`config.mk`:
```
export PLATFORM = sky130hd
export DESIGN_NAME = bank_addr_gen
export DESIGN_NICKNAME = d
export VERILOG_FILES = /design/src/hw/window_fetch_pkg.sv /design/src/hw/bank_addr_gen.sv
export SDC_FILE = /design/constraint.sdc
export NUM_CORES = 2
export LEC_CHECK = 0
export BUFFER_PORTS_ARGS = -buffer_cell sky130_fd_sc_hd__buf_4
export CORE_UTILIZATION = 40
export CTS_CLUSTER_DIAMETER = 120
export DETAILED_ROUTE_END_ITERATION = 7
export PLACE_DENSITY_LB_ADDON = 0.12
export SKIP_CTS_REPAIR_TIMING = 1
export SLEW_MARGIN = 20
export SYNTH_ARGS = -nofsm -noshare
export SYNTH_HDL_FRONTEND = slang
export SYNTH_SLANG_ARGS = --single-unit
```
`constraint.sdc`:
```
create_clock -name clk -period 28.7 [get_ports clk]
set_input_delay 5.74 -clock clk [delete_from_list [all_inputs] [get_ports clk]]
set_output_delay 5.74 -clock clk [all_outputs]
set_load 0.01 [all_outputs]
```
`src/hw/window_fetch_pkg.sv`:
```
package window_fetch_pkg;

    ////////////////////
    // Geometry
    ////////////////////

    localparam int PIXEL_WIDTH       = 8;
    localparam int LANES             = 9;
    localparam int NUM_BANKS         = 9;
    localparam int WINDOW_DIM        = 3;
    localparam int BANK_ADDR_WIDTH   = 19;
    localparam int COORD_WIDTH       = 8;
    localparam int CHANNEL_WIDTH     = 11;

    // Cycles from bank_read_en to data at the bank outputs
    localparam int BANK_READ_LATENCY = 1;

    // Reciprocal multiply for x / 3, exact over the full coordinate range
    localparam int DIV3_SHIFT        = COORD_WIDTH + 1;
    localparam int DIV3_MAGIC        = ((2 ** DIV3_SHIFT) + 2) / 3;

    ////////////////////
    // Types
    ////////////////////

    // Nine channel lanes per bank word
    typedef logic [LANES-1:0][PIXEL_WIDTH-1:0] bank_word_t;

    typedef struct packed {
        logic [BANK_ADDR_WIDTH-1:0] base_addr;
        logic [COORD_WIDTH-1:0]     h;
        logic [COORD_WIDTH-1:0]     v;
        logic [CHANNEL_WIDTH-1:0]   channel_num;
        logic [COORD_WIDTH-1:0]     fmap_size;
        logic [CHANNEL_WIDTH-1:0]   fmap_channels;
    } fetch_req_t;

    // Centre coordinate mod 3, only 0..2 are legal
    typedef struct packed {
        logic [1:0] col_phase;
        logic [1:0] row_phase;
    } window_phase_t;

    typedef struct packed {
        logic [COORD_WIDTH-1:0]     h_block;
        logic [COORD_WIDTH-1:0]     v_block;
        logic [COORD_WIDTH-1:0]     row_blocks;
        window_phase_t              phase;
        logic [BANK_ADDR_WIDTH-1:0] base_addr;
        logic [CHANNEL_WIDTH-1:0]   channel_num;
        logic [CHANNEL_WIDTH-1:0]   fmap_channels;
    } block_pos_t;

    typedef logic [NUM_BANKS-1:0][BANK_ADDR_WIDTH-1:0] bank_addr_vec_t;

    // Indexed by bank on the memory side, by window position on the output
    typedef bank_word_t [NUM_BANKS-1:0] bank_word_vec_t;

endpackage

```
`src/hw/bank_addr_gen.sv`:
```
`timescale 1ns/10ps

module bank_addr_gen (
    input  logic                             clk,
    input  logic                             rst,
    input  window_fetch_pkg::block_pos_t     pos,
    input  logic                             pos_valid,
    output window_fetch_pkg::bank_addr_vec_t bank_addr,
    output logic                             bank_read_en,
    output window_fetch_pkg::window_phase_t  rd_phase
);
    import window_fetch_pkg::*;

    logic [BANK_ADDR_WIDTH-1:0] row_stride;
    bank_addr_vec_t             next_addr;

    // Neighbour block for a bank, same rule on both axes
    function automatic logic [COORD_WIDTH-1:0] pick_block(
        input logic [COORD_WIDTH-1:0] block,
        input logic [1:0]             bank_phase,
        input logic [1:0]             centre_phase
    );
        if (bank_phase == 2'd2 && centre_phase == 2'd0) begin
            return block - 1'b1;
        end else if (bank_phase == 2'd0 && centre_phase == 2'd2) begin
            return block + 1'b1;
        end
        return block;
    endfunction

    // Words per row of blocks
    assign row_stride = BANK_ADDR_WIDTH'(pos.row_blocks) * BANK_ADDR_WIDTH'(pos.fmap_channels);

    ////////////////////
    // Address terms
    ////////////////////

    always_comb begin : addr_calc
        logic [COORD_WIDTH-1:0] h_sel;
        logic [COORD_WIDTH-1:0] v_sel;
        for (int b = 0; b < NUM_BANKS; b++) begin
            h_sel = pick_block(pos.h_block, 2'(b % WINDOW_DIM), pos.phase.col_phase);
            v_sel = pick_block(pos.v_block, 2'(b / WINDOW_DIM), pos.phase.row_phase);
            next_addr[b] = pos.base_addr
                         + BANK_ADDR_WIDTH'(h_sel) * BANK_ADDR_WIDTH'(pos.fmap_channels)
                         + BANK_ADDR_WIDTH'(v_sel) * row_stride
                         + BANK_ADDR_WIDTH'(pos.channel_num);
        end
    end

    always_ff @(posedge clk) begin
        if (!rst) begin
            bank_read_en <= 1'b0;
        end else begin
            bank_read_en <= pos_valid;
        end
    end

    // Addresses and phase move together with the enable
    always_ff @(posedge clk) begin
        if (pos_valid) begin
            bank_addr <= next_addr;
            rd_phase  <= pos.phase;
        end
    end

    // Phases come from the divider remainders two stages back
    read_phase_legal: assert property (
        @(posedge clk) disable iff (!rst)
        bank_read_en |-> (rd_phase.col_phase != 2'd3 && rd_phase.row_phase != 2'd3)
    ) else $error("bank_addr_gen: illegal phase %b", rd_phase);

endmodule

```
==> flow_metrics.tcl <==
set metrics [dict create \
    chip_width_um 310.6 \
    timing.setup.critical_path_class "in -> reg" \
    fraction_of_synthesis_flops_using_an_asynchronous_set_or_reset_pin 0 \
    synth_area_sq_um 38090 \
    final_util 0.4504 \
    timing.fmax_mhz 63.67 \
    worst_path_max_delay_cell "sky130_fd_sc_hd__a2111oi_1" \
    num-fill-cells 9198 \
    tritoncts_clock_tree "yes" \
    finalInstanceArea_sq_um 42230 \
    post-route-worst-setup-slack_ps 12990 \
    design.final.nets 5448 \
    antenna_found_initial 3 \
    synthCells 4107 \
    first_iter_violations 1834 \
    numClockSinks 176 \
    synth_area_leaders "sky130_fd_sc_hd__fa_1 32%, sky130_fd_sc_hd__ha_1 15%, sky130_fd_sc_hd__edfxtp_1 14%, sky130_fd_sc_hd__inv_1 7.1%, sky130_fd_sc_hd__xnor2_1 4.7%" \
    avgSynthCellArea_sq_um 9.274 \
    cts-root-to-sink-buffers 2 \
    final_setup_violation_count 0 \
    buffer_type_at_the_clock_tree_root "sky130_fd_sc_hd__clkbuf_16" \
    detail_route.drc_violations 0 \
    fp-row-count 112 \
    finalHoldViolCount 0 \
    area_delta_synth_final_pct 10.86 \
    viasPerCell 5.107 \
    timing.final.crit_share 0.5472 \
    timing.hold.worst.class "in -> reg" \
    ports 248 \
    clk_transition_reported_paths_ps 80 \
    setup.worst_path.end_class "flip-flop" \
    placer_s_final_routability_congestion_estimate 0.8821 \
    synth.lib_cells_used.distinct 79 \
    overflow 0 \
    detailed_place.area_sq_um 41560 \
    cts_buffers 17 \
    synth.yosys.seq_area_share 0.1385 \
    post-synth-top-count-cell "sky130_fd_sc_hd__inv_1" \
    synth_ff_type "sky130_fd_sc_hd__edfxtp_1" \
    worst-path-max-fanout 32 \
    fp.dieH_um 310.6 \
    vias_in_the_first_global_route 28220 \
    half_perimeter_wire_length_after_placement_um 91850 \
    ys.warnings.count 0 \
    layout-drive-gt1-share 0.08870 \
    grt_usage 0.2290 \
    mappedNetlistNets 5239 \
    netlist.top_cell.by_area "sky130_fd_sc_hd__fa_1" \
    synth_edf_count 175 \
    maximum_number_of_pins_on_one_net_before_global_route_repair 118 \
    wire_length_of_the_first_global_routing_pass_um 168400 \
    worst_path_most_repeated_cell "sky130_fd_sc_hd__fa_1" \
    final.min_clock_period_ps 15710 \
    rsz0062_at_grt "false" \
    proportion_of_netlist_area_held_by_the_largest_area_contributor 0.3201 \
    pre_cts_setup_slack_ps 12530 \
    max_stage_delay_ps 890 \
    fp.dieArea_sq_um 96460 \
    antenna_cells_inserted 0 \
    postRouteWirelength_um 109300 \
    worst_pin_slew_ps 1137 \
    remaining_number_of_nets_flagged_by_the_antenna_check_after_routing 0 \
    slew_viol_final 0 \
    worst_ep_arrival_time_ps 15940 \
    io_buffer_count 247 \
    ys_ff_latch 176 \
    required_ps 28930 \
    placeable_area_sq_um 93750 \
    wire_per_inst_um 19.58 \
    critical_path.startpoint_type "input port" \
    synth_top_cells_by_count "721 x sky130_fd_sc_hd__inv_1, 609 x sky130_fd_sc_hd__fa_1, 451 x sky130_fd_sc_hd__ha_1" \
    num_vias 28510 \
    floorplan.initialDensity 0.4063 \
    max-cap-violations 0 \
    fin_tns_setup_ps 0 \
    htree_num_levels 4 \
    run_status "complete, no violations" \
    drt_pre_antenna_iters 6 \
    max_slew_margin 0.2366 \
]
-- cells in the final DEF (no fill, tap or decap), types with 55 or more instances in the layout --
| cell type | netlist | routed |
|---|---|---|
| sky130_fd_sc_hd__fa_1 | 609 | 609 |
| sky130_fd_sc_hd__edfxtp_1 | 175 | 175 |
| sky130_fd_sc_hd__ha_1 | 451 | 451 |
| sky130_fd_sc_hd__and2_1 | 217 | 217 |
| sky130_fd_sc_hd__inv_1 | 721 | 721 |
| sky130_fd_sc_hd__a21oi_1 | 147 | 147 |
| sky130_fd_sc_hd__xnor2_1 | 205 | 195 |
| sky130_fd_sc_hd__xor2_1 | 59 | 55 |
| sky130_fd_sc_hd__buf_4 | 1 | 307 |
| sky130_fd_sc_hd__o21ai_0 | 97 | 96 |
| sky130_fd_sc_hd__nor2b_1 | 96 | 96 |
| sky130_fd_sc_hd__nor2_1 | 300 | 300 |
| sky130_fd_sc_hd__nand2_1 | 420 | 420 |
-- cell type report --
cell class,instances,area (sq um),share of cell area
well taps,1254,1569,0.03716
multi-input cells,3088,29730,0.7041
clock inverters,14,172.7,0.004089
inverters,725,2721,0.06445
clock buffers,18,439.2,0.01040
flip-flops and latches,176,5275,0.1249
repair buffers,308,2318,0.05491
-- critical path: cells and delay by family --
| family | cells | cell delay (ps) |
|---|---|---|
| buffers and inverters | 8 | 720 |
| AND/OR/NAND/NOR | 8 | 1450 |
| AO/OA/AOI/OAI | 7 | 2660 |
| adder cells (fa/ha/maj) | 12 | 5360 |
-- worst paths after layout --
path,from,end,slack [ps],cells after the start
worst min-delay path,pos[44],rd_phase[3]$_DFFE_PP_,5450,1
worst max-delay path,pos[5],bank_addr[36]$_DFFE_PP_,12990,35
-- registers in the layout, summed over array words and instances, names as in the netlist --
| name | count |
|---|---|
| bank_addr | 171 |
| rd_phase | 4 |
| bank_read_en | 1 |
-- routing by layer --
metal	share of wire	vias to the layer above	GRT usage
li1	-	13490	-
met1	0.44	14120	0.3122
met2	0.47	782	0.3777
met3	0.051	115	0.02859
met4	0.031	2	0.07257
met5	0.00016	-	0
-- metrics by stage --
step                hold WS [ps]  instances
global route                5428       5583
CTS                         5405       5583
global placement            5942       5551
detailed placement          5940       5551
floorplan                   5839       4107
finish                      5452       5583
-- cell families after synthesis --
family | share of synthesized area
AO/OA/AOI/OAI | 0.08117
adder cells (fa/ha/maj) | 0.4682
XOR/XNOR | 0.06951
flip-flops | 0.1385
AND/OR/NAND/NOR | 0.1583
buffers and inverters | 0.08374
multiplexers | 0.0005256
Power is left out: the tool's default activity adds up to more than one toggle a clock period on the data nets, which glitch-free logic cannot reach.
