===== config.mk =====
export PLATFORM = sky130hd
export DESIGN_NAME = window_assembler
export DESIGN_NICKNAME = d
export VERILOG_FILES = /design/src/hw/window_fetch_pkg.sv /design/src/hw/window_assembler.sv
export SDC_FILE = /design/constraint.sdc
export NUM_CORES = 2
export LEC_CHECK = 0
export BUFFER_PORTS_ARGS = -buffer_cell sky130_fd_sc_hd__buf_2
export CORE_AREA = 2 2 510 512
export DETAILED_ROUTE_END_ITERATION = 12
export DIE_AREA = 0 0 512 514
export PLACE_DENSITY_LB_ADDON = 0.25
export SETUP_SLACK_MARGIN = 0.2
export SKIP_CTS_REPAIR_TIMING = 1
export SYNTH_ARGS = -nofsm -noshare
export SYNTH_HDL_FRONTEND = slang
export SYNTH_SLANG_ARGS = --single-unit
export TNS_END_PERCENT = 20

===== constraint.sdc =====
create_clock -name clk -period 3.8 [get_ports clk]
set_clock_uncertainty 0.1 [all_clocks]
set_input_delay 0.95 -clock clk [delete_from_list [all_inputs] [get_ports clk]]
set_output_delay 0.95 -clock clk [all_outputs]
set_load 0.05 [all_outputs]

===== src/hw/window_fetch_pkg.sv =====
package window_fetch_pkg;

    ////////////////////
    // Geometry
    ////////////////////

    localparam int PIXEL_WIDTH       = 8;
    localparam int LANES             = 9;
    localparam int NUM_BANKS         = 9;
    localparam int WINDOW_DIM        = 3;
    localparam int BANK_ADDR_WIDTH   = 19;
    localparam int COORD_WIDTH       = 8;
    localparam int CHANNEL_WIDTH     = 11;

    // Cycles from bank_read_en to data at the bank outputs
    localparam int BANK_READ_LATENCY = 1;

    // Reciprocal multiply for x / 3, exact over the full coordinate range
    localparam int DIV3_SHIFT        = COORD_WIDTH + 1;
    localparam int DIV3_MAGIC        = ((2 ** DIV3_SHIFT) + 2) / 3;

    ////////////////////
    // Types
    ////////////////////

    // Nine channel lanes per bank word
    typedef logic [LANES-1:0][PIXEL_WIDTH-1:0] bank_word_t;

    typedef struct packed {
        logic [BANK_ADDR_WIDTH-1:0] base_addr;
        logic [COORD_WIDTH-1:0]     h;
        logic [COORD_WIDTH-1:0]     v;
        logic [CHANNEL_WIDTH-1:0]   channel_num;
        logic [COORD_WIDTH-1:0]     fmap_size;
        logic [CHANNEL_WIDTH-1:0]   fmap_channels;
    } fetch_req_t;

    // Centre coordinate mod 3, only 0..2 are legal
    typedef struct packed {
        logic [1:0] col_phase;
        logic [1:0] row_phase;
    } window_phase_t;

    typedef struct packed {
        logic [COORD_WIDTH-1:0]     h_block;
        logic [COORD_WIDTH-1:0]     v_block;
        logic [COORD_WIDTH-1:0]     row_blocks;
        window_phase_t              phase;
        logic [BANK_ADDR_WIDTH-1:0] base_addr;
        logic [CHANNEL_WIDTH-1:0]   channel_num;
        logic [CHANNEL_WIDTH-1:0]   fmap_channels;
    } block_pos_t;

    typedef logic [NUM_BANKS-1:0][BANK_ADDR_WIDTH-1:0] bank_addr_vec_t;

    // Indexed by bank on the memory side, by window position on the output
    typedef bank_word_t [NUM_BANKS-1:0] bank_word_vec_t;

endpackage


===== src/hw/window_assembler.sv =====
`timescale 1ns/10ps

module window_assembler (
    input  logic                             clk,
    input  logic                             rst,
    input  logic                             bank_read_en,
    input  window_fetch_pkg::window_phase_t  rd_phase,
    input  window_fetch_pkg::bank_word_vec_t bank_data,
    output window_fetch_pkg::bank_word_vec_t window,
    output logic                             window_valid
);
    import window_fetch_pkg::*;

    logic [BANK_READ_LATENCY-1:0] en_pipe;
    window_phase_t                phase_pipe [BANK_READ_LATENCY];
    window_phase_t                win_phase;

    function automatic logic [1:0] wrap3(input logic [2:0] sum);
        if (sum >= 3'd6) begin
            return 2'(sum - 3'd6);
        end else if (sum >= 3'd3) begin
            return 2'(sum - 3'd3);
        end
        return 2'(sum);
    endfunction

    ////////////////////
    // Latency match
    ////////////////////

    always_ff @(posedge clk) begin
        if (!rst) begin
            en_pipe <= '0;
        end else begin
            en_pipe[0] <= bank_read_en;
            for (int i = 1; i < BANK_READ_LATENCY; i++) begin
                en_pipe[i] <= en_pipe[i-1];
            end
        end
    end

    always_ff @(posedge clk) begin
        phase_pipe[0] <= rd_phase;
        for (int i = 1; i < BANK_READ_LATENCY; i++) begin
            phase_pipe[i] <= phase_pipe[i-1];
        end
    end

    assign window_valid = en_pipe[BANK_READ_LATENCY-1];
    assign win_phase    = phase_pipe[BANK_READ_LATENCY-1];

    // Position dx holds column phase (col_phase - 1 + dx) mod 3, same for rows
    always_comb begin : route
        logic [1:0] col_sel;
        logic [1:0] row_sel;
        for (int dy = 0; dy < WINDOW_DIM; dy++) begin
            for (int dx = 0; dx < WINDOW_DIM; dx++) begin
                col_sel = wrap3(3'(win_phase.col_phase) + 3'(dx) + 3'd2);
                row_sel = wrap3(3'(win_phase.row_phase) + 3'(dy) + 3'd2);
                if (window_valid) begin
                    window[WINDOW_DIM*dy + dx] = bank_data[WINDOW_DIM*row_sel + col_sel];
                end else begin
                    window[WINDOW_DIM*dy + dx] = '0;
                end
            end
        end
    end

    window_follows_read: assert property (
        @(posedge clk) disable iff (!rst)
        window_valid == $past(bank_read_en, BANK_READ_LATENCY)
    ) else $error("window_assembler: window_valid out of step with bank_read_en");

endmodule


==> impl_metrics.csv <==
group,metric,value,unit
outcome,outcome,"complete, but fails checks",
outcome,failed_checks,"setup timing",
worst_setup_path,crit_fanout,7,
worst_setup_path,slowest_delay,570,ps
detailed_routing,vias,64474,
floorplan,ios,1304,
clock_network,cts_num_sinks,5,
floorplan,die_h,514,um
grt,grt_pass1_wl,558,mm
cells_and_area,drive_above_1_share,65.9,%
worst_setup_path,cp_slowest_cell,"a311oi_4",
worst_hold_path,min_path_type,"in -> reg",
clock_network,clockBufferDepth,2,
sta,post-route-min-period,4600,ps
sta,fin_setup_tns,-352550,ps
logic_synthesis,synth_cells,4821,
sta,worstMarginPinSlew,854,ps
pwr,power_switching,14400,uW
sta,holdWs,712,ps
clock_network,root_buffer,"clkbuf_16",
pwr,clkPwrFrac,0.8,%
pwr,powerDensity,318,mW/mm^2
worst_setup_path,path_cells,"buf_6 > ha_4 > buf_4 > xnor2_4 > ha_4 > nor2_4 > xnor2_4 > nor3_4 > buf_12 > buf_12 > a21oi_1 > a311oi_4 > buf_4 > buf_12",
floorplan,std_cell_rows,187,
sta,fin_crit_sh,121,%
logic_synthesis,avgSynthCellArea,9.87,sq um
detailed_routing,post_drt_wl_per_cell,42.2,um
pwr,p_int,11500,uW
cells_and_area,final_cell_area,0.0816,sq mm
worst_setup_path,cp.required,2750,ps
logic_synthesis,synth-edff-count,0,
logic_synthesis,synth_top_area_cell,"mux4_2",
sta,fmax,217,MHz
grt,antenna_found_initial,137,
sta,rsz0062_at_grt,"true",
worst_setup_path,crit_cells,14,
floorplan,coreArea,0.258,sq mm
clock_network,cts_tree,"yes",
logic_synthesis,synth_warnings,0,
worst_setup_path,crit_family,"buffers and inverters",
logic_synthesis,synth_top_area_share,61.3,%
logic_synthesis,ys_top_cells_by_area,"mux4_2, a311oi_1, nand2_1",
sta,setup_viol,648,
placed_design,dp_hpwl,321,mm
worst_setup_path,crit_arrival,3550,ps
worst_setup_path,worstSetupStartpoint,"phase_pipe[0][1]$_DFF_P_",
detailed_routing,firstDrtPassIters,8,
logic_synthesis,yosysSeqAreaShare,0.210,%
floorplan,design.die.area,0.263,sq mm
sta,setup_slack,-805,ps
worst_hold_path,hold_start,"rd_phase[0]",
grt,grt_pass1_vias,60518,
detailed_routing,ant_nets,0,
logic_synthesis,syn_nets,5504,
detailed_routing,drtIter0Drc,9292,
grt,grt_max_degree,50,
grt,grt_usage,30.3,%
pwr,seqPwrFrac,0.2,%
clock_network,cts-htree-levels,1,
logic_synthesis,async_flop_share,0,%
clock_network,cts_made_buffers,3,
placed_design,placed_area,0.0771,sq mm
worst_setup_path,start_kind,"register",
placed_design,dp_slack,-1270,ps
clock_network,clk_pin_slew,60,ps
worst_setup_path,critPathKind,"reg -> out",
detailed_routing,avgViaCountPerCell,6.32,
logic_synthesis,synth_most_common_cell,"nand2_1",
logic_synthesis,ys.flop_type,"dfxtp_1",
detailed_routing,drt-total-wl,431,mm
floorplan,initial_core_util,18.4,%
sta,max_slew_margin,43.0,%
run,cap_violations,0,
detailed_routing,route.detailed.drc,0,
sta,report.final.slew_viol_count,0,
worst_setup_path,crit_end,"window[358]",
logic_synthesis,synth_cell_types,44,
logic_synthesis,yosys-top-cells-count,"nand2_1, mux4_2, a21oi_1",
cells_and_area,area_delta_synth_final,71.4,%
placed_design,place.gp.congestion,0.977,
pwr,p_comb_share,98.9,%
pwr,ir_worst_vdd,0.175,mV
pwr,p_leak,0.0305,uW
cells_and_area,finalNetCount,7392,
logic_synthesis,netlist_area,0.0476,sq mm
cells_and_area,postLayoutCoreUtil,31.6,%
worst_setup_path,cp-end-kind,"output pin",
floorplan,fp.dieW,512,um
grt,overflow,0,
sta,hold_viol,0,
pwr,sw_frac_of_total,55.7,%
worst_setup_path,critical_path_buf_inv_count,6,
worst_setup_path,path_common_cell,"buf_12",
logic_synthesis,synth-seq-cells,5,
placed_design,port-buffer-count,1303,
-- worst min-delay path by stage --
stage | to | slack [ps] | depth (start not counted)
final | phase_pipe[0][0]$_DFF_P_ | 710 | 1
after global placement | phase_pipe[0][0]$_DFF_P_ | 960 | 1
after global routing | phase_pipe[0][0]$_DFF_P_ | 710 | 1
after detailed placement | phase_pipe[0][0]$_DFF_P_ | 960 | 1
after CTS | phase_pipe[0][0]$_DFF_P_ | 710 | 1
after floorplan | phase_pipe[0][1]$_DFF_P_ | 880 | 0
-- power groups by stage --
| stage | Combinational, uW | Clock [uW] | Sequential, uW |
|---|---|---|---|
| finish | 25600 | 215 | 59.7 |
| global route | 26400 | 223 | 59.9 |
| detailed placement | 24000 | 0 | 60.1 |
| CTS | 24100 | 220 | 59.1 |
| global placement | 23900 | 0 | 60.1 |
| floorplan | 13100 | 0 | 61.4 |
-- final cells by class --
| type | instances | area, sq um |
|---|---|---|
| fill | 26519 | 176000 |
| multi-input combinational | 4035 | 49400 |
| timing repair buffer | 2655 | 27400 |
| tap | 3402 | 4260 |
| antenna | 95 | 238 |
| sequential | 5 | 108 |
| clock buffer | 4 | 78.8 |
| inverter | 9 | 41.3 |
-- flip-flops by register name (all words and copies together) (netlist names) --
register / flops
phase_pipe: 4
window_valid: 1
-- logic make-up (layout without fill, tap and decap cells) --
family / count (synthesis) / after routing / share of synthesized area, %
multiplexers: 1298 / 1298 / 61.4
XOR/XNOR: 20 / 20 / 0.400
buffers and inverters: 781 / 2668 / 6.87
adder cells (fa/ha/maj): 28 / 28 / 0.736
other: 0 / 95 / 0
flip-flops: 5 / 5 / 0.210
AND/OR/NAND/NOR: 1360 / 1360 / 11.0
AO/OA/AOI/OAI: 1329 / 1329 / 19.4
-- through the flow --
stage,power (uW),std cells
2_1_floorplan,13200,4821
3_3_place_gp,24000,9975
3_5_place_dp,24100,9975
4_1_cts,24300,9979
5_1_grt,26700,10189
6_report,25900,10205
-- per-layer routing --
metal	global-route usage (%)	routed length, um
met5	0.183	269
met4	15.0	28100
met3	8.42	53400
met2	46.9	191000
met1	38.7	158000
-- cell usage in the layout (no fill, tap or decap), types with 8 or more instances in the layout --
cell / netlist / final
mux4_2: 1296 / 1296
nand2_1: 1305 / 1291
buf_2: 224 / 971
buf_4: 2 / 864
buf_12: 0 / 703
a21oi_1: 648 / 546
a311oi_1: 643 / 379
a311oi_4: 0 / 162
a311oi_2: 7 / 109
diode_2: 0 / 95
a21oi_4: 0 / 81
buf_6: 7 / 52
clkbuf_16: 0 / 26
a21oi_2: 2 / 23
ha_4: 0 / 21
buf_8: 0 / 20
buf_16: 0 / 19
o21ai_0: 11 / 9
nand2_2: 0 / 8
xnor2_4: 0 / 8
No activity file was read; power rests on OpenSTA's default activity.
